==> config.mk <==
export PLATFORM = sky130hd
export DESIGN_NAME = pwm_phase_gen
export DESIGN_NICKNAME = d
export VERILOG_FILES = /design/src/verilog/robocup_pkg.sv /design/src/verilog/pwm_phase_gen.sv
export SDC_FILE = /design/constraint.sdc
export NUM_CORES = 1
export LEC_CHECK = 0
export ABC_AREA = 1
export BUFFER_PORTS_ARGS = -buffer_cell sky130_fd_sc_hd__buf_2
export CORE_UTILIZATION = 40
export CTS_BUF_LIST = sky130_fd_sc_hd__clkbuf_16
export DETAILED_ROUTE_END_ITERATION = 6
export GPL_TIMING_DRIVEN = 0
export PLACE_DENSITY = 0.6
export SYNTH_ARGS = -nofsm -noshare
export SYNTH_HDL_FRONTEND = slang
export SYNTH_SLANG_ARGS = --single-unit
==> constraint.sdc <==
create_clock -name sysclk -period 1.3 [get_ports sysclk]
set_input_delay 0.13 -clock sysclk [delete_from_list [all_inputs] [get_ports sysclk]]
set_output_delay 0.13 -clock sysclk [all_outputs]
set_load 0.02 [all_outputs]
==> src/verilog/robocup_pkg.sv <==
`default_nettype none

package robocup_pkg;

	// Motor speed width, also the width of the shared PWM carrier
	localparam int SPEED_W = 9;
	// Quadrature count width
	localparam int ENC_W = 16;
	localparam int NUM_MOTORS = 5;
	localparam int NUM_ENCODERS = 4;
	// Two bytes per motor in a full command packet
	localparam int CMD_BYTES = 10;

	// Hall sensor sample, ordered {a, b, c}
	typedef struct packed {
		logic a;
		logic b;
		logic c;
	} hall_t;

	// One half-bridge, high side switch above low side switch
	typedef struct packed {
		logic high;
		logic low;
	} half_bridge_t;

	// Six gate signals, {a_h, a_l, b_h, b_l, c_h, c_l}
	typedef struct packed {
		half_bridge_t a;
		half_bridge_t b;
		half_bridge_t c;
	} motor_out_t;

	// Speed and direction for one motor
	typedef struct packed {
		logic dir;
		logic [SPEED_W-1:0] speed;
	} motor_cmd_t;

	// Encoder channel pair
	typedef struct packed {
		logic a;
		logic b;
	} quad_t;

	// Commutation sector, named high phase then low phase
	typedef enum logic [2:0] {
		sector_ab,
		sector_ac,
		sector_bc,
		sector_ba,
		sector_ca,
		sector_cb,
		sector_invalid
	} sector_e;

endpackage

`default_nettype wire

==> src/verilog/pwm_phase_gen.sv <==
`timescale 1ns/10ps
`default_nettype none

module pwm_phase_gen #(
	parameter logic [robocup_pkg::SPEED_W-1:0] PWM_PEAK = 9'h1fd
) (
	input logic sysclk,
	input logic reset,
	output logic [robocup_pkg::SPEED_W-1:0] pwm_phase
);

	// High while the triangle ramps down
	logic count_down;

	always_ff @(posedge sysclk) begin
		if (reset) begin
			pwm_phase <= '0;
			count_down <= 1'b0;
		end else if (!count_down) begin
			// Turn around one step past the peak
			if (pwm_phase == PWM_PEAK)
				count_down <= 1'b1;
			pwm_phase <= pwm_phase + 1'b1;
		end else begin
			if (pwm_phase == 1)
				count_down <= 1'b0;
			pwm_phase <= pwm_phase - 1'b1;
		end
	end

endmodule

`default_nettype wire

==> flow_summary.yaml <==
status:
  outcome: "complete, no violations"
global_routing:
  grt_pass1_wl_um: 1856
  grt_max_degree: 9
  grt-ovfl-total: 0
  first_global_vias: 470
  grt.total_usage_pct: 17.44
  antenna_found_initial: 0
cts:
  cts.path.max_buffers: 2
  cts-root-buf: "clkbuf_16"
  clk_latency_ns: 0.23
  holdBufCountCts: 0
  numCtsBuffers: 3
  htreeDepth: 1
  cts_tree: "done"
  clk_pin_slew_ns: 0.04
  clock_sinks: 10
timing:
  fin_hold_ws_ns: 0.07188
  fin_crit_ns: 1.179
  slew_viol_final: 0
  setup_ws_ns: 0.1212
  maxSlewHeadroom_pct: 83.51
  fmax_mhz: 848.3
  rsz0062_at_grt: "false"
  finalHoldViolations: 0
  skew_ns: 0.003434
  tns_ns: 0
  setup_viol: 0
  worstMarginPinSlew_ns: 0.2464
  finalCritPeriodShare_pct: 90.68
setup_path:
  worstSetupPathType: "reg2reg"
  cp_max_fo: 6
  path_buf_inv: 3
  crit_family: "simple AND/OR/NAND/NOR gates"
  max_stage_delay_ns: 0.35
  slowest_stage: "dfxtp_4"
  end_kind: "flop"
  crit_required_ns: 1.43
  cp-start-kind: "flop"
  cp.arrival_ns: 1.31
  crit_top_cell: "nand2_1"
  crit_chain: "inv_1 > ha_2 > nand2_2 > inv_2 > nand2_2 > inv_2 > nand2_1 > nand2_1 > nand2_1 > nand2_1 > nor2_1"
final_layout:
  drive_gt1_share_pct: 25.93
  nets: 115
  synthToLayoutAreaGrowth_pct: 27.41
  fillers: 137
  diodes: 0
placement:
  place.gp.congestion: 0.8126
  place_ws_ns: 0.04223
  hpwl_um: 903.9
  portBuffers: 10
route:
  dr.pass1.iters: 4
  vias: 597
  routed.top_layer: "met4"
  routed-wl-met3_um: 32
  wl_met1_um: 591
  routedWlPerCell_um: 9.545
  routed_wl_um: 1174
  drc: 0
  ant_nets: 0
  drtIter0Drc: 11
  viasPerCell: 4.854
  wl_met2_um: 533
synth:
  synthSimpleGateAreaFrac_pct: 42.68
  synth_cell_type_count: 14
  ys.flop_type: "dfxtp_1"
  avgSynthCellArea_um2: 6.362
  netlist_instances: 94
  synth_warnings: 0
  synth_top_area_share_pct: 33.47
  muxShareOfSynthArea_pct: 0
  yosys.area_share.adder_pct: 6.276
  seq_area_frac_synth_pct: 33.47
  synth_nets: 99
  synth.ff_latch_count: 10
  yosys.area.top_type: "dfxtp_1"
  synth_commonest_cells: "25 x nand2_1, 17 x nor2_1, 13 x inv_1"
  synth_compound_area_share_pct: 6.695
  synth_edf_count: 0
  synth_area_leaders: "dfxtp_1 33%, nand2_1 16%, nor2_1 11%"
  async_reset_ff_share_pct: 0
  synth.most_common_cell: "nand2_1"
  synth_top_family_by_area: "simple AND/OR/NAND/NOR gates"
  synth_area_um2: 598.1
  synthXorXnorAreaFrac_pct: 1.464
die:
  die_h_um: 40.67
  die_w_um: 40.67
  initial_core_util_pct: 44.30
  die-area_um2: 1654
  io_pins: 11
  rows: 13
  coreArea_um2: 1350
flow_run:
  maxCapViolCount: 0
pwr:
  seqPwrFrac_pct: 35.7
  leakagePower_nw: 0.3868
  p_sw_mw: 0.1813
  p_per_area_nw_per_um2: 1208
  power_frac_clock_pct: 57.4
  pwr-share-comb_pct: 6.9
  intPower_mw: 0.7394
  p_sw_share_pct: 19.69
  ir_drop_uv: 904.6
worst_hold_path:
  min_path_type: "in2reg"
timing repair:
item / 4_1_cts / 5_1_grt
endpoints found under the hold margin: 0 / 0
resized for setup: 0 / 7
setup endpoints to repair: 0 / 3
buffers inserted: 0 / 1
sequential cells by signal, indices dropped and copies added, names as in the netlist:
name	count
count_down	1
pwm_phase	9
metal layers:
layer,up-vias,global-route usage [%]
met1,263,22.11
met2,9,26.19
met4,0,10.00
li1,323,-
met3,2,4.891
met5,-,0
cells in the final DEF (no fill, tap or decap), drive strengths merged:
| cell type | count |
|---|---|
| a21oi | 7 |
| buf | 11 |
| clkbuf | 3 |
| dfxtp | 10 |
| ha | 3 |
| inv | 15 |
| nand2 | 26 |
| nand3 | 9 |
| nand4 | 3 |
| nor2 | 19 |
| o21ai | 1 |
| xnor2 | 1 |
power by group through the flow:
| stage | Combinational (mW) | Clock (mW) | Sequential [mW] |
|---|---|---|---|
| global route | 0.0732 | 0.560 | 0.331 |
| floorplan | 0.0333 | 0 | 0.341 |
| global placement | 0.0580 | 0 | 0.333 |
| detailed placement | 0.0584 | 0 | 0.334 |
| CTS | 0.0587 | 0.540 | 0.329 |
| finish | 0.0635 | 0.529 | 0.328 |
logic make-up (layout without fill, tap and decap cells):
logic type                 Yosys count  after routing
AOI/OAI and AO/OA                    8              8
xor gates and xnor gates             1              1
adders and majority gates            3              3
buffers and inverters               15             29
DFF                                 10             10
and+or+nand+nor                     57             57
stage by stage:
| step | cells | power (mW) | util (%) | instance area, µm² |
|---|---|---|---|---|
| global route | 123 | 0.9634 | 56.44 | 762.0 |
| global placement | 119 | 0.3914 | 49.49 | 668.1 |
| floorplan | 94 | 0.3743 | - | 599.3 |
| detailed placement | 119 | 0.3925 | 49.49 | 668.1 |
| finish | 123 | 0.9208 | 56.44 | 762.0 |
| CTS | 122 | 0.9281 | 55.05 | 743.2 |
area by class of cell:
class	count	area (µm²)	share of cell area [%]
sequential	10	207.7	27.26
multi-input combinational	69	346.6	45.48
timing repair buffer	11	57.56	7.553
clock buffer	3	75.07	9.852
inverter	15	56.30	7.389
tap	15	18.77	2.463
path summary, 6_finish.rpt:
check                     from            to  slack [ns]  cells past startpoint
hold / removal           reset  pwm_phase[0]        0.07                      2
setup / recovery  pwm_phase[0]  pwm_phase[8]        0.12                     11
setup reg to reg  pwm_phase[0]  pwm_phase[8]        0.12                     11
hold reg to reg   pwm_phase[8]  pwm_phase[8]        0.51                      2
Power figures use the tool's default switching activity.
