**config.mk**
```make
export PLATFORM = sky130hd
export DESIGN_NAME = quad_encoder
export DESIGN_NICKNAME = d
export VERILOG_FILES = /design/src/verilog/robocup_pkg.sv /design/src/verilog/quad_encoder.sv
export SDC_FILE = /design/constraint.sdc
export NUM_CORES = 1
export LEC_CHECK = 0
export ABC_AREA = 0
export BUFFER_PORTS_ARGS = -buffer_cell sky130_fd_sc_hd__buf_2
export CORE_MARGIN = 8
export CORE_UTILIZATION = 60
export CTS_BUF_LIST = sky130_fd_sc_hd__clkbuf_4
export CTS_CLUSTER_SIZE = 28
export DETAILED_ROUTE_END_ITERATION = 8
export GPL_TIMING_DRIVEN = 0
export PLACE_DENSITY = 0.91
export SLEW_MARGIN = 20
export SYNTH_ARGS = -nofsm -noshare
export SYNTH_HDL_FRONTEND = slang
export SYNTH_SLANG_ARGS = --single-unit
```
**constraint.sdc**
```tcl
create_clock -name sysclk -period 5 [get_ports sysclk]
set_input_delay 0.5 -clock sysclk [delete_from_list [all_inputs] [get_ports sysclk]]
set_output_delay 0.5 -clock sysclk [all_outputs]
set_load 0.005 [all_outputs]
```
**src/verilog/robocup_pkg.sv**
```systemverilog
`default_nettype none

package robocup_pkg;

	// Motor speed width, also the width of the shared PWM carrier
	localparam int SPEED_W = 9;
	// Quadrature count width
	localparam int ENC_W = 16;
	localparam int NUM_MOTORS = 5;
	localparam int NUM_ENCODERS = 4;
	// Two bytes per motor in a full command packet
	localparam int CMD_BYTES = 10;

	// Hall sensor sample, ordered {a, b, c}
	typedef struct packed {
		logic a;
		logic b;
		logic c;
	} hall_t;

	// One half-bridge, high side switch above low side switch
	typedef struct packed {
		logic high;
		logic low;
	} half_bridge_t;

	// Six gate signals, {a_h, a_l, b_h, b_l, c_h, c_l}
	typedef struct packed {
		half_bridge_t a;
		half_bridge_t b;
		half_bridge_t c;
	} motor_out_t;

	// Speed and direction for one motor
	typedef struct packed {
		logic dir;
		logic [SPEED_W-1:0] speed;
	} motor_cmd_t;

	// Encoder channel pair
	typedef struct packed {
		logic a;
		logic b;
	} quad_t;

	// Commutation sector, named high phase then low phase
	typedef enum logic [2:0] {
		sector_ab,
		sector_ac,
		sector_bc,
		sector_ba,
		sector_ca,
		sector_cb,
		sector_invalid
	} sector_e;

endpackage

`default_nettype wire

```
**src/verilog/quad_encoder.sv**
```systemverilog
`timescale 1ns/10ps
`default_nettype none

module quad_encoder (
	input logic sysclk,
	input logic reset,
	input robocup_pkg::quad_t enc,
	output logic [robocup_pkg::ENC_W-1:0] count
);

	robocup_pkg::quad_t enc_meta;
	robocup_pkg::quad_t enc_sync;
	robocup_pkg::quad_t enc_prev;
	// Neighbours of the previous state in 00 -> 01 -> 11 -> 10
	robocup_pkg::quad_t fwd_next;
	robocup_pkg::quad_t rev_next;

	always_ff @(posedge sysclk) begin
		enc_meta <= enc;
		enc_sync <= enc_meta;
		enc_prev <= enc_sync;
	end

	always_comb begin
		case (enc_prev)
			2'b00: {fwd_next, rev_next} = {2'b01, 2'b10};
			2'b01: {fwd_next, rev_next} = {2'b11, 2'b00};
			2'b11: {fwd_next, rev_next} = {2'b10, 2'b01};
			default: {fwd_next, rev_next} = {2'b00, 2'b11};
		endcase
	end

	// Both bits changing is a lost step, so the count holds
	always_ff @(posedge sysclk) begin
		if (reset)
			count <= '0;
		else if (enc_sync == fwd_next)
			count <= count + 1'b1;
		else if (enc_sync == rev_next)
			count <= count - 1'b1;
	end

endmodule

`default_nettype wire

```
==> impl_metrics.tcl <==
set metrics [dict create \
    routed.top_layer "met4" \
    worstMarginPinSlew_ns 0.655 \
    period_needed_ns 3.23 \
    cts_root_buf "clkbuf_4" \
    grt_pass1_wl_microns 5650 \
    instances_no_fill 221 \
    wire_per_inst_microns 14.9 \
    power_density_nw_per_um2 659 \
    syn_inst 170 \
    crit_type "reg -> reg" \
    wl_microns 3300 \
    cts_buffers 3 \
    gp_congestion 0.892 \
    diodes 0 \
    hpwl_microns 2500 \
    ant_nets 0 \
    ys_ff_latch 22 \
    final_nets 214 \
    grt_usage 0.163 \
    synth_ff_type "dfxtp_1" \
    cp-start-kind "flip-flop" \
    hold_buffers 0 \
    initial_core_util 0.641 \
    relSlewSlack 0.563 \
    reg2reg_depth 10 \
    fillerInstances 196 \
    core-area_sq_um 2250 \
    cts.clk_slew.worst_paths_ns 0.14 \
    path_max_fanout 17 \
    met2_wirelength_microns 1590 \
    place_inst 217 \
    async_reset_ff_frac 0 \
    min_path_type "in -> reg" \
    setup_viol 0 \
    drt_first_pass_iters 4 \
    status "completed" \
    cts-resized-gates 0 \
    end_kind "flip-flop" \
    postCtsSetupBuffers 0 \
    mappedNetlistArea_sq_um 1450 \
    drv_cap 0 \
    htree_levels 1 \
    drt-initial-drc-count 60 \
    fin_setup_tns_ns 0 \
    fp.dieW_microns 65.1 \
    fin_crit_sh 0.647 \
    yosys_warnings 0 \
    first_global_vias 1289 \
    vias_per_cell 5.98 \
    cts_tree "built" \
    fmax_ghz 0.309 \
    critPathArrivalTime_ns 3.45 \
    cts_sinks 22 \
    antenna_found_initial 0 \
    drv_slew 0 \
    io_pins 20 \
    rsz0062_at_grt "false" \
    drc_errors 0 \
    synth_area_per_cell_sq_um 8.50 \
    hold_depth 1 \
    vias 1322 \
    yosysSeqAreaShare 0.305 \
    row_count 17 \
    peakVddDrop_mv 0.387 \
    hold_viol 0 \
    port_buffers 19 \
    grt_max_degree 18 \
    cp.required_ns 5.22 \
    area_growth_pct 12.6 \
    cts_buffer_depth 2 \
    synth_edf_count 0 \
    skew_ns 0.00706 \
    wirelength_met1_microns 1480 \
    die_y_microns 65.1 \
    drive_above_1_share 0.187 \
    grt-ovfl-total 0 \
    die-area_sq_um 4230 \
    cellLeakagePower_nw 0.753 \
    synth.distinct_cells 48 \
    dr_wl_met3_microns 179 \
    synth_fp_nets 190 \
    insertion_delay_ns 0.32 \
]
-- cells in the final DEF (no fill, tap or decap), types with 4 or more instances in the layout --
master	n
nand3_1	4
nor3_1	5
a21oi_1	14
xnor2_1	8
ha_1	15
buf_2	21
nand2_1	15
inv_1	6
nor2_1	17
o21ai_0	4
dfxtp_1	22
o21a_1	4
nor2b_1	5
-- routing by layer --
| layer | vias to the layer above | track usage |
|---|---|---|
| li1 | 660 | - |
| met1 | 616 | 0.197 |
| met2 | 39 | 0.267 |
| met3 | 7 | 0.0344 |
| met4 | 0 | 0.0790 |
| met5 | - | 0 |
-- cell usage after synthesis (2+ instances only) --
| cell | instances | area [sq um] |
|---|---|---|
| dfxtp_1 | 22 | 440 |
| nor2_1 | 17 | 63.8 |
| ha_1 | 15 | 188 |
| nand2_1 | 15 | 56.3 |
| a21oi_1 | 14 | 70.1 |
| xnor2_1 | 8 | 70.1 |
| inv_1 | 6 | 22.5 |
| nor2b_1 | 5 | 31.3 |
| nor3_1 | 5 | 25.0 |
| nand3_1 | 4 | 20.0 |
| o21a_1 | 4 | 30.0 |
| o21ai_0 | 4 | 20.0 |
| a211oi_1 | 3 | 22.5 |
| and3_2 | 3 | 22.5 |
| a211o_1 | 2 | 17.5 |
| a211oi_2 | 2 | 25.0 |
| a21o_1 | 2 | 15.0 |
| buf_2 | 2 | 10.0 |
| clkbuf_1 | 2 | 7.51 |
| nand2b_1 | 2 | 12.5 |
| nand3b_1 | 2 | 15.0 |
| nor4_1 | 2 | 12.5 |
| o22ai_1 | 2 | 12.5 |
| or3_1 | 2 | 12.5 |
| xor2_1 | 2 | 17.5 |
-- path summary, 6_finish.rpt --
kind,start,to,slack (ns)
max,enc_prev[0],count[15],1.77
min,enc[0],enc_meta[0],0.27
max reg2reg,enc_prev[0],count[15],1.77
min reg2reg,enc_meta[1],enc_sync[1],0.35
-- where the power goes --
group	internal, mW	total (mW)	switching (mW)
combinational	0.311	0.666	0.354
clock	0.0811	0.142	0.0606
sequential	0.226	0.266	0.0398
total	0.619	1.07	0.455
-- logic make-up (layout without fill, tap and decap cells) --
logic type | count (synthesis) | count (layout) | share of synthesized area
AO/OA/AOI/OAI | 43 | 43 | 0.207
XOR/XNOR | 10 | 10 | 0.0606
adder cells (fa/ha/maj) | 16 | 16 | 0.144
buffers and inverters | 11 | 34 | 0.0338
flip-flops | 22 | 22 | 0.305
multiplexers | 2 | 2 | 0.0173
AND/OR/NAND/NOR | 66 | 66 | 0.233
-- stage by stage --
| step | setup slack, ns | cell area (sq um) | hold WS (ns) | total power [mW] | utilization |
|---|---|---|---|---|---|
| 6_report | 1.77 | 1630 | 0.267 | 1.07 | 0.722 |
| 3_5_place_dp | 1.83 | 1580 | 0.318 | 0.923 | 0.699 |
| 2_1_floorplan | 2.23 | 1450 | 0.310 | 0.774 | - |
| 4_1_cts | 1.81 | 1630 | 0.267 | 1.07 | 0.722 |
| 5_1_grt | 1.61 | 1630 | 0.254 | 1.17 | 0.722 |
| 3_3_place_gp | 1.90 | 1580 | 0.314 | 0.889 | 0.699 |
-- critical path, cell delays in order (launching register included) --
cell      delay, ns
dfxtp_1        0.34
xnor2_1        0.23
nand2_1        0.46
ha_1           0.54
a21oi_2        0.16
nor2b_1        0.06
a311o_2        0.42
a211oi_2       0.25
nor2_2         0.08
a211oi_2       0.25
mux2_4         0.33
-- flip-flops by register name (all words and copies together), names as in the netlist --
signal	count
enc_sync	2
enc_meta	2
count	16
enc_prev	2
-- final cells by class --
type | count | area (sq um) | area share
well taps | 28 | 35.0 | 0.0215
repair buffers | 19 | 95.1 | 0.0584
flip-flops and latches | 22 | 440 | 0.271
plain buffers | 5 | 26.3 | 0.0161
multi-input cells | 137 | 956 | 0.587
inverters | 6 | 22.5 | 0.0138
clock inverters | 1 | 30.0 | 0.0184
clock buffers | 3 | 22.5 | 0.0138
(Power assumes the default switching activity.)
