<file path="config.mk">
export PLATFORM = sky130hd
export DESIGN_NAME = bldc_driver
export DESIGN_NICKNAME = d
export VERILOG_FILES = /design/src/verilog/robocup_pkg.sv /design/src/verilog/bldc_driver.sv
export SDC_FILE = /design/constraint.sdc
export NUM_CORES = 1
export LEC_CHECK = 0
export ABC_AREA = 1
export BUFFER_PORTS_ARGS = -buffer_cell sky130_fd_sc_hd__buf_2
export CORE_MARGIN = 8
export CORE_UTILIZATION = 46
export DETAILED_ROUTE_END_ITERATION = 12
export PLACE_DENSITY = 0.8
export SLEW_MARGIN = 20
export SYNTH_ARGS = -nofsm -noshare
export SYNTH_HDL_FRONTEND = slang
export SYNTH_SLANG_ARGS = --single-unit
</file>
<file path="constraint.sdc">
create_clock -name sysclk -period 3.4 [get_ports sysclk]
set_clock_uncertainty 0.2 [all_clocks]
set_input_delay 0.68 -clock sysclk [delete_from_list [all_inputs] [get_ports sysclk]]
set_output_delay 0.68 -clock sysclk [all_outputs]
set_load 0.01 [all_outputs]
</file>
<file path="src/verilog/robocup_pkg.sv">
`default_nettype none

package robocup_pkg;

	// Motor speed width, also the width of the shared PWM carrier
	localparam int SPEED_W = 9;
	// Quadrature count width
	localparam int ENC_W = 16;
	localparam int NUM_MOTORS = 5;
	localparam int NUM_ENCODERS = 4;
	// Two bytes per motor in a full command packet
	localparam int CMD_BYTES = 10;

	// Hall sensor sample, ordered {a, b, c}
	typedef struct packed {
		logic a;
		logic b;
		logic c;
	} hall_t;

	// One half-bridge, high side switch above low side switch
	typedef struct packed {
		logic high;
		logic low;
	} half_bridge_t;

	// Six gate signals, {a_h, a_l, b_h, b_l, c_h, c_l}
	typedef struct packed {
		half_bridge_t a;
		half_bridge_t b;
		half_bridge_t c;
	} motor_out_t;

	// Speed and direction for one motor
	typedef struct packed {
		logic dir;
		logic [SPEED_W-1:0] speed;
	} motor_cmd_t;

	// Encoder channel pair
	typedef struct packed {
		logic a;
		logic b;
	} quad_t;

	// Commutation sector, named high phase then low phase
	typedef enum logic [2:0] {
		sector_ab,
		sector_ac,
		sector_bc,
		sector_ba,
		sector_ca,
		sector_cb,
		sector_invalid
	} sector_e;

endpackage

`default_nettype wire

</file>
<file path="src/verilog/bldc_driver.sv">
`timescale 1ns/10ps
`default_nettype none

module bldc_driver (
	input logic sysclk,
	input logic reset,
	input logic [robocup_pkg::SPEED_W-1:0] pwm_phase,
	input robocup_pkg::motor_cmd_t cmd,
	input robocup_pkg::hall_t hall,
	output robocup_pkg::motor_out_t drive,
	output logic fault
);

	robocup_pkg::hall_t hall_meta;
	robocup_pkg::hall_t hall_sync;
	robocup_pkg::sector_e sector;
	// One-hot phase selects, bit 2 is phase A
	logic [2:0] fwd_high;
	logic [2:0] fwd_low;
	logic [2:0] high_sel;
	logic [2:0] low_sel;
	logic pwm_on;
	robocup_pkg::motor_out_t drive_next;

	// Hall lines are asynchronous to sysclk
	always_ff @(posedge sysclk) begin
		hall_meta <= hall;
		hall_sync <= hall_meta;
	end

	always_comb begin
		case (hall_sync)
			3'b101: sector = robocup_pkg::sector_ab;
			3'b100: sector = robocup_pkg::sector_ac;
			3'b110: sector = robocup_pkg::sector_bc;
			3'b010: sector = robocup_pkg::sector_ba;
			3'b011: sector = robocup_pkg::sector_ca;
			3'b001: sector = robocup_pkg::sector_cb;
			// 000 and 111 mean a broken sensor or cable
			default: sector = robocup_pkg::sector_invalid;
		endcase
	end

	always_comb begin
		case (sector)
			robocup_pkg::sector_ab: {fwd_high, fwd_low} = {3'b100, 3'b010};
			robocup_pkg::sector_ac: {fwd_high, fwd_low} = {3'b100, 3'b001};
			robocup_pkg::sector_bc: {fwd_high, fwd_low} = {3'b010, 3'b001};
			robocup_pkg::sector_ba: {fwd_high, fwd_low} = {3'b010, 3'b100};
			robocup_pkg::sector_ca: {fwd_high, fwd_low} = {3'b001, 3'b100};
			robocup_pkg::sector_cb: {fwd_high, fwd_low} = {3'b001, 3'b010};
			default: {fwd_high, fwd_low} = {3'b000, 3'b000};
		endcase
	end

	// Reverse just swaps the driven pair
	assign high_sel = cmd.dir ? fwd_low : fwd_high;
	assign low_sel = cmd.dir ? fwd_high : fwd_low;

	// Chop only the high side, low side stays on for the sector
	assign pwm_on = pwm_phase < cmd.speed;

	always_comb begin
		drive_next.a.high = high_sel[2] & pwm_on;
		drive_next.a.low = low_sel[2];
		drive_next.b.high = high_sel[1] & pwm_on;
		drive_next.b.low = low_sel[1];
		drive_next.c.high = high_sel[0] & pwm_on;
		drive_next.c.low = low_sel[0];
	end

	always_ff @(posedge sysclk) begin
		if (reset) begin
			drive <= '0;
			fault <= 1'b0;
		end else begin
			drive <= drive_next;
			fault <= (sector == robocup_pkg::sector_invalid);
		end
	end

endmodule

`default_nettype wire

</file>
==> results of run 1 <==
==> stage by stage <==
| stage | instance area [sq um] | setup slack [ns] | total power, mW | util | instances |
|---|---|---|---|---|---|
| final | 826 | 1.81 | 0.309 | 0.635 | 134 |
| after global routing | 826 | 1.71 | 0.334 | 0.635 | 134 |
| after CTS | 826 | 1.79 | 0.314 | 0.635 | 134 |
| after detailed placement | 800 | 1.51 | 0.224 | 0.614 | 130 |
| after global placement | 800 | 1.57 | 0.221 | 0.614 | 130 |
| after floorplan | 636 | 1.69 | 0.200 | - | 86 |
==> worst max-delay path, stage by stage <==
cell                      delay (ns)
sky130_fd_sc_hd__buf_2          0.10
sky130_fd_sc_hd__ha_1           0.30
sky130_fd_sc_hd__nand2_1        0.09
sky130_fd_sc_hd__inv_1          0.05
sky130_fd_sc_hd__a21oi_1        0.14
sky130_fd_sc_hd__nand4_1        0.14
sky130_fd_sc_hd__nor2_1         0.11
==> area by class of cell <==
| class | instances | area (sq um) | share of cell area |
|---|---|---|---|
| multi-input combinational | 51 | 292 | 0.353 |
| sequential | 13 | 260 | 0.315 |
| timing repair buffer | 30 | 150 | 0.182 |
| inverter | 21 | 78.8 | 0.0955 |
| clock buffer | 4 | 26.3 | 0.0318 |
| tap | 15 | 18.8 | 0.0227 |
==> report_power, final <==
group	internal, mW	total (mW)	switching (mW)
Sequential	0.161	0.163	0.00285
Clock	0.0455	0.0894	0.0439
Combinational	0.0265	0.0562	0.0297
Total	0.232	0.309	0.0765
==> layout by cell type (no fill, tap or decap) <==
cell type                  count
sky130_fd_sc_hd__dfxtp_1      13
sky130_fd_sc_hd__a21oi_2       1
sky130_fd_sc_hd__clkbuf_4      3
sky130_fd_sc_hd__nand2_1      18
sky130_fd_sc_hd__nand2_2       1
sky130_fd_sc_hd__ha_1          8
sky130_fd_sc_hd__nand4_1       1
sky130_fd_sc_hd__inv_1        21
sky130_fd_sc_hd__o21ai_0       4
sky130_fd_sc_hd__nand3_1       3
sky130_fd_sc_hd__a21oi_1       6
sky130_fd_sc_hd__a211oi_1      1
sky130_fd_sc_hd__clkbuf_1      1
sky130_fd_sc_hd__buf_2        30
sky130_fd_sc_hd__nor2_1        8
==> routing by layer <==
layer / part of all wire / vias to the layer above / wire length (microns) / track usage
met5: 0 / - / 0 / 0
met4: 0.0062 / 0 / 8 / 0.0252
met3: 0.13 / 2 / 173 / 0.0784
met2: 0.50 / 20 / 642 / 0.184
met1: 0.36 / 263 / 471 / 0.0915
li1: - / 328 / - / -
==> worst paths after layout <==
path	slack, ns	depth (start not counted)	end
setup / recovery	1.81	7	drive[5]
hold / removal	0.13	0	hall_sync[0]
setup reg to reg	2.29	5	drive[5]
hold reg to reg	0.13	0	hall_sync[0]
==> sequential cells by signal, indices dropped and copies added (netlist names) <==
| name | count |
|---|---|
| hall_meta | 3 |
| drive | 6 |
| hall_sync | 3 |
| fault | 1 |
==> cell families after synthesis <==
family / synth area share
flip-flops: 0.409
adder cells (fa/ha/maj): 0.157
buffers and inverters: 0.132
AO/OA/AOI/OAI: 0.104
AND/OR/NAND/NOR: 0.197
==> results.cfg, run 1 <==
[timing]
fin_worst_hold_slack_ns = 0.127
setup_viol_count_final = 0
number_of_endpoints_with_negative_hold_slack_in_the_final_report = 0
fin_crit_ns = 1.59
slew-limit-headroom = 0.875
grt_setup_unrepaired = false
timing.setup.tns_ns = 0
max_slew.worst_pin.slew_ns = 0.187
slew_violations = 0
maxClockFrequency_mhz = 627
fin_crit_sh = 0.469

[global_route]
antenna_found_initial = 0
grt_max_degree = 13
global_route_wire_length_before_repair_microns = 2230
global_route.overflow_total = 0
track_usage = 0.104
grt_pass1_vias = 592

[clocking]
cts_hold_bufs = 0
clock_tree_from_tritoncts = built
postCtsSetupRepairBufs = 0
h-tree-depth = 1
clock_latency_ns = 0.27
clock_buffers_created_by_tritoncts = 3
cts_root_buf = sky130_fd_sc_hd__clkbuf_4
clockBufferDepth = 2
clkSlewWorstSetupHoldPaths_ns = 0.07
cts_repair_resize_count = 0
clock_sinks = 13

[worst_setup_path]
cp_data_required_time_ns = 3.41
critical_path.startpoint_type = input pin
cp-startpoint = pwm_phase[8]
crit_fanout = 3
worst_setup_path_end_kind = flip-flop
crit_type = in -> reg
timing.rr.start = hall_sync[1]
worst-endpoint-arrival_ns = 1.61

[logic_synthesis]
synth_area_per_cell_sq_um = 7.39
synthMostInstantiatedCell = sky130_fd_sc_hd__inv_1
synth_cell_types = 13
commonest_register_cell_after_synthesis = sky130_fd_sc_hd__dfxtp_1
netlist.top_cell.by_area = sky130_fd_sc_hd__dfxtp_1
synthDominantCellAreaShare = 0.409
yosys_warnings = 0
post_synth_most_frequent_cells = sky130_fd_sc_hd__inv_1 (21), sky130_fd_sc_hd__nand2_1 (18), sky130_fd_sc_hd__dfxtp_1 (13)
synthesis.nets = 118
yosysSeqAreaShare = 0.409
synthesis.area_sq_um = 636
synth.ff_latch_count = 13
netlist_top_cells_area = sky130_fd_sc_hd__dfxtp_1 (41%), sky130_fd_sc_hd__ha_1 (16%), sky130_fd_sc_hd__inv_1 (12%), sky130_fd_sc_hd__nand2_1 (11%), sky130_fd_sc_hd__a21oi_1 (4.7%)
synthesis.instances = 86
synth_async_sr_flop_share = 0
synth-edff-count = 0

[cells_and_area]
layout-drive-gt1-share = 0.294
final_nets = 152
fill_cells = 134
area_delta_synth_final_pct = 29.9
n_antenna_cell = 0

[die]
std_cell_rows = 13
top_level_ports = 31
design.die.area_sq_mm = 0.00283
die_h_microns = 53.2
dieWidth_microns = 53.2
initial_utilization = 0.488
placeableCoreArea_sq_mm = 0.00130

[routing]
drt_first_pass_iters = 2
routed_wirelength_microns = 1300
drtAntennaViolNets = 0
drc = 0
vias = 613
routedWlPerCell_microns = 9.67
detail_route.iter0.violations = 7
routed_via_density = 4.57

[job]
drv.max_cap_violation_count = 0

[outcome]
status = finished clean

[worst_hold_path]
hp-start = hall_meta[0]
worst_hold_path_type = reg -> reg

[power_and_ir_drop]
cellLeakagePower_nw = 0.501
cellPowerDensity_mw_per_mm2 = 374
irDropWorstVdd_uv = 283

[placement]
hpwlAfterDp_microns = 1130
gp_congestion = 0.864
port_buffers = 30
No activity file was read; power rests on OpenSTA's default activity.
==> run 2: changes to the inputs <==
- CORE_UTILIZATION: 46 -> 39
- PLACE_DENSITY: 0.8 -> 0.72
- clock period: 3.4 -> 1.3 ns (I/O delays scaled with it)
==> run 2 against run 1 <==
Critical path depth decreased by 2. Clock power increased to 2.6 times the previous value. Setup slack got worse by 1.8 ns. Highest routed layer is now met3. Wire length decreased by 0.39%.
==> results.cfg, run 2 (synthesis gave the netlist of run 1 again) <==
[timing]
setup_viol_count_final = 0
grt_setup_unrepaired = false
number_of_endpoints_with_negative_hold_slack_in_the_final_report = 0
max_slew.worst_pin.slew_ns = 0.188
slew-limit-headroom = 0.874
slew_violations = 0
maxClockFrequency_mhz = 799
fin_crit_sh = 0.963
fin_crit_ns = 1.25
fin_worst_hold_slack_ns = 0.0919

[cells_and_area]
n_antenna_cell = 0
finish.instance_area_sq_um = 868
final_nets = 156
largest_register = drive
area_delta_synth_final_pct = 36.6
layout.cells.non_filler = 139
mostFrequentLayoutCells = sky130_fd_sc_hd__buf_2 (30), sky130_fd_sc_hd__inv_1 (21), sky130_fd_sc_hd__nand2_1 (18)
largestRegisters = drive: 6 flops, hall_meta: 3 flops, hall_sync: 3 flops
layout.cells.most_common = sky130_fd_sc_hd__buf_2
layout-drive-gt1-share = 0.293
largest_register_ffs = 6

[routing]
drc = 0
drtAntennaViolNets = 0
drt_first_pass_iters = 4
routed_via_density = 4.49
vias = 624
detail_route.iter0.violations = 14
routedWlPerCell_microns = 9.29
routed_wirelength_microns = 1290

[clocking]
cts_root_buf = sky130_fd_sc_hd__clkbuf_4
clock_latency_ns = 0.27
clock_tree_from_tritoncts = built
h-tree-depth = 1
clock_buffers_created_by_tritoncts = 3
clkSlewWorstSetupHoldPaths_ns = 0.07
clock_sinks = 13
clockBufferDepth = 2

[power_and_ir_drop]
irDropWorstVdd_uv = 801
p_comb_frac = 0.192
pwr-share-clk = 0.288
cellPowerDensity_mw_per_mm2 = 945
internal_power_mw = 0.611
power_switching_share = 0.255
cellLeakagePower_nw = 0.521
pwr-share-seq = 0.520
finalPower_mw = 0.820
netSwitchingPower_mw = 0.209

[worst_setup_path]
worst_setup_path_end_kind = flip-flop
crit_fanout = 4
crit_type = in -> reg
worst-endpoint-arrival_ns = 1.26
critical_path.top_delay_family = buffers and inverters
cp_slowest_cell = sky130_fd_sc_hd__dlygate4sd3_1
timing.critical_path.slowest_cell_delay_ns = 0.53
critical_path.startpoint_type = input pin
cp_data_required_time_ns = 1.31
crit_buf_inv = 3
worstPathCellList = dlygate4sd3_1 -> buf_2 -> inv_1 -> nand4_1 -> nor2_1

[global_route]
track_usage = 0.0904
global_route.overflow_total = 0
grt_max_degree = 13
antenna_found_initial = 0
global_route_wire_length_before_repair_microns = 2410
grt_pass1_vias = 648

[die]
die_h_microns = 56.4
initial_utilization = 0.417
design.die.area_sq_mm = 0.00318
placeableCoreArea_sq_mm = 0.00152
std_cell_rows = 14
top_level_ports = 31
dieWidth_microns = 56.4

[placement]
gp_congestion = 0.797
hpwlAfterDp_microns = 1110
place_inst = 131
place_area_sq_um = 801
port_buffers = 30

[outcome]
status = finished clean

[job]
drv.max_cap_violation_count = 0

[worst_hold_path]
worst_hold_path_type = in -> reg
[run 2: cell types whose count changed in the layout (fill, tap and decap cells not counted)]
| cell | previous run | this run |
|---|---|---|
| sky130_fd_sc_hd__clkinv_2 | 0 | 1 |
| sky130_fd_sc_hd__clkbuf_1 | 1 | 0 |
| sky130_fd_sc_hd__dlygate4sd3_1 | 0 | 4 |
[run 2: path summary, 6_finish.rpt]
path / slack (ns) / cells past startpoint / from / to
worst max-delay path: 0.05 / 5 / reset / drive[1]
worst min-delay path: 0.09 / 2 / cmd[9] / drive[2]
worst max register to register: 0.16 / 4 / hall_sync[1] / drive[1]
worst min register to register: 0.13 / 0 / hall_meta[1] / hall_sync[1]
[run 2: power by group through the flow]
stage	clock network (mW)	registers (mW)	logic (mW)
4_1_cts	0.250	0.427	0.160
3_5_place_dp	0	0.436	0.150
6_report	0.236	0.427	0.157
5_1_grt	0.275	0.430	0.184
3_3_place_gp	0	0.436	0.144
2_1_floorplan	0	0.442	0.0809
[run 2: worst reg2reg max path: stages, from the launching register on]
cell	delay (ns)
sky130_fd_sc_hd__dfxtp_1	0.42
sky130_fd_sc_hd__nand2_2	0.11
sky130_fd_sc_hd__a21oi_2	0.16
sky130_fd_sc_hd__a21oi_1	0.08
sky130_fd_sc_hd__nor2_1	0.11
[run 2: routing by layer]
metal	global-route usage	vias to the layer above	wire, microns
li1	-	336	-
met1	0.0720	270	494
met2	0.174	18	688
met3	0.0607	0	108
met4	0.0206	0	0
met5	0	-	0
[run 2: final cells by class]
type	instances	area, sq um
flip-flops and latches	13	260
clock inverters	1	5.00
well taps	16	20.0
inverters	21	78.8
clock buffers	3	22.5
fillers	154	656
multi-input cells	51	292
repair buffers	34	190
[run 2: stage by stage]
stage	worst slack [ns]	setup TNS, ns	utilization
final	0.0480	0	0.570
after CTS	0.0272	0	0.570
after detailed placement	-0.177	-0.474	0.525
after floorplan	0.0122	0	-
after global routing	0.00940	0	0.570
after global placement	-0.148	-0.439	0.525
[run 2: what timing repair did]
action                    4_1_cts  5_1_grt
setup buffers                   0        0
hold buffers                    4        0
resized for setup               0        0
hold endpoints to repair        5        0
==> run 3: changes to the inputs <==
- CORE_UTILIZATION: 39 -> 43
- PLACE_DENSITY: 0.72 -> 0.75
- clock period: 1.3 -> 1.2 ns (I/O delays scaled with it)
==> run 3 against run 2 <==
Sequential share of layout area shrank 3.4 points. Final cell count is the same. Highest routed layer is now met4. Non-clock buffer count is the same. Register-to-register slack lost 0.03 ns. Power grew 14%. Critical path type is now reg -> out. Clock-buffer cell count grew 1.
==> results.cfg, run 3 (synthesis gave the netlist of run 1 again) <==
[outcome]
status = finished clean

[global_route]
grt_max_degree = 13
track_usage = 0.108
global_route.overflow_total = 0
grt_pass1_vias = 577
antenna_found_initial = 0
global_route_wire_length_before_repair_microns = 2290

[timing]
grt_setup_unrepaired = false
slew_violations = 0
postLayoutSetupSlackWorst_ns = 0.0463
setup_viol_count_final = 0
fin_crit_sh = 0.961
max_slew.worst_pin.slew_ns = 0.178
slew-limit-headroom = 0.881
timing.setup.tns_ns = 0
fin_crit_ns = 1.15
fin_worst_hold_slack_ns = 0.0322
number_of_endpoints_with_negative_hold_slack_in_the_final_report = 0
maxClockFrequency_mhz = 867

[cells_and_area]
final_core_util = 0.687
largestRegisters = drive: 6 flops, hall_meta: 3 flops, hall_sync: 3 flops
largest_register = drive
layout-drive-gt1-share = 0.447
final_nets = 156
fill_cells = 121
layout.cells.most_common = sky130_fd_sc_hd__buf_2
largest_register_ffs = 6
finish.instance_area_sq_um = 987
mostFrequentLayoutCells = sky130_fd_sc_hd__buf_2 (30), sky130_fd_sc_hd__nand2_1 (16), sky130_fd_sc_hd__inv_1 (14)
layout.cells.non_filler = 139
area_delta_synth_final_pct = 55.3
n_antenna_cell = 0

[routing]
routedWlPerCell_microns = 9.66
drtAntennaViolNets = 0
routed_wirelength_microns = 1340
vias = 613
routed_via_density = 4.41
drc = 0
detail_route.iter0.violations = 4
drt_first_pass_iters = 2

[placement]
gp_congestion = 0.710
port_buffers = 30
dp_worst_setup_slack_ns = -0.196
place_inst = 131
hpwlAfterDp_microns = 1190
place_area_sq_um = 913

[power_and_ir_drop]
cellPowerDensity_mw_per_mm2 = 948
finalPower_mw = 0.935
irDropWorstVdd_uv = 777
cellLeakagePower_nw = 0.514

[clocking]
postCtsSetupRepairBufs = 0
clock_buffers_created_by_tritoncts = 3
clock_tree_from_tritoncts = built
cts_root_buf = sky130_fd_sc_hd__clkbuf_4
clkSlewWorstSetupHoldPaths_ns = 0.07
clock_sinks = 13
h-tree-depth = 1
clockBufferDepth = 2
clock_latency_ns = 0.27

[die]
placeableCoreArea_sq_mm = 0.00144
top_level_ports = 31
dieWidth_microns = 54.4
std_cell_rows = 14
die_h_microns = 54.4
design.die.area_sq_mm = 0.00296
initial_utilization = 0.443

[worst_hold_path]
min_delay_path_depth = 4
worst_hold_path_type = in -> reg
hold_path_end = drive[0]
hp-start = reset

[worst_setup_path]
crit_buf_inv = 1
worstPathCellList = buf_2
ff2ff_path_depth = 5
critical_path.top_delay_family = flip-flops
timing.rr.start = hall_sync[1]
r2r_slack_ns = 0.13
cp_data_required_time_ns = 0.76
critical_path.startpoint_type = flip-flop
crit_type = reg -> out
critical_path.reg2reg.endpoint = drive[5]
timing.critical_path.slowest_cell_delay_ns = 0.32
crit_fanout = 1
worst-endpoint-arrival_ns = 0.71
cp_slowest_cell = sky130_fd_sc_hd__dfxtp_1
worst_setup_path_end_kind = output pin

[job]
drv.max_cap_violation_count = 0
## run 3: cell count changes in the layout (fill, tap and decap cells not counted), moves of 2 or more
cell,change
sky130_fd_sc_hd__dfxtp_1,-2
sky130_fd_sc_hd__dfxtp_2,+2
sky130_fd_sc_hd__ha_1,-7
sky130_fd_sc_hd__ha_4,+7
sky130_fd_sc_hd__inv_1,-7
sky130_fd_sc_hd__inv_4,+5
sky130_fd_sc_hd__nand2_1,-2
sky130_fd_sc_hd__nand2_2,+2
## run 3: area by class of cell
type	count	area (sq um)	share of cell area
Clock buffer	4	26.3	0.0266
Inverter	21	96.3	0.0976
Multi-Input combinational cell	51	392	0.397
Sequential cell	13	263	0.266
Tap cell	16	20.0	0.0203
Timing Repair Buffer	34	190	0.193
## run 3: timing repair
action / 4_1_cts / 5_1_grt
hold buffers: 4 / 0
endpoints found under the hold margin: 5 / 0
endpoints found under the setup margin: 0 / 3
gates resized for setup: 0 / 3
## run 3: worst register-to-register path, stage by stage, from the launching register on
cell and delay (ns):
sky130_fd_sc_hd__dfxtp_2 0.34, sky130_fd_sc_hd__inv_1 0.07, sky130_fd_sc_hd__nand2_1 0.09, sky130_fd_sc_hd__o21ai_0 0.16, sky130_fd_sc_hd__inv_1 0.05, sky130_fd_sc_hd__nor2_1 0.09
## run 3: per-layer routing
metal  GRT usage  vias to the layer above  share of wire
met2       0.177                       21           0.49
li1            -                      337              -
met1       0.111                      250           0.38
met4      0.0492                        0          0.019
met5           0                        -              0
met3      0.0598                        5           0.11
## run 3: how the worst max path moves through the flow
stage                         from        to  slack, ns  cells past startpoint
final                     drive[1]  drive[1]       0.05                      1
after global routing      drive[4]  drive[4]      0.002                      1
after CTS                 drive[1]  drive[1]       0.03                      1
after detailed placement    cmd[6]  drive[1]      -0.20                      8
after global placement      cmd[2]  drive[5]      -0.18                     10
after floorplan             cmd[2]  drive[1]      0.002                      9
## run 3: where the power goes
group          internal [mW]  leakage [nW]  switching, mW
clock                  0.129        0.0150          0.127
sequential             0.456         0.109        0.00728
combinational          0.107         0.390          0.110
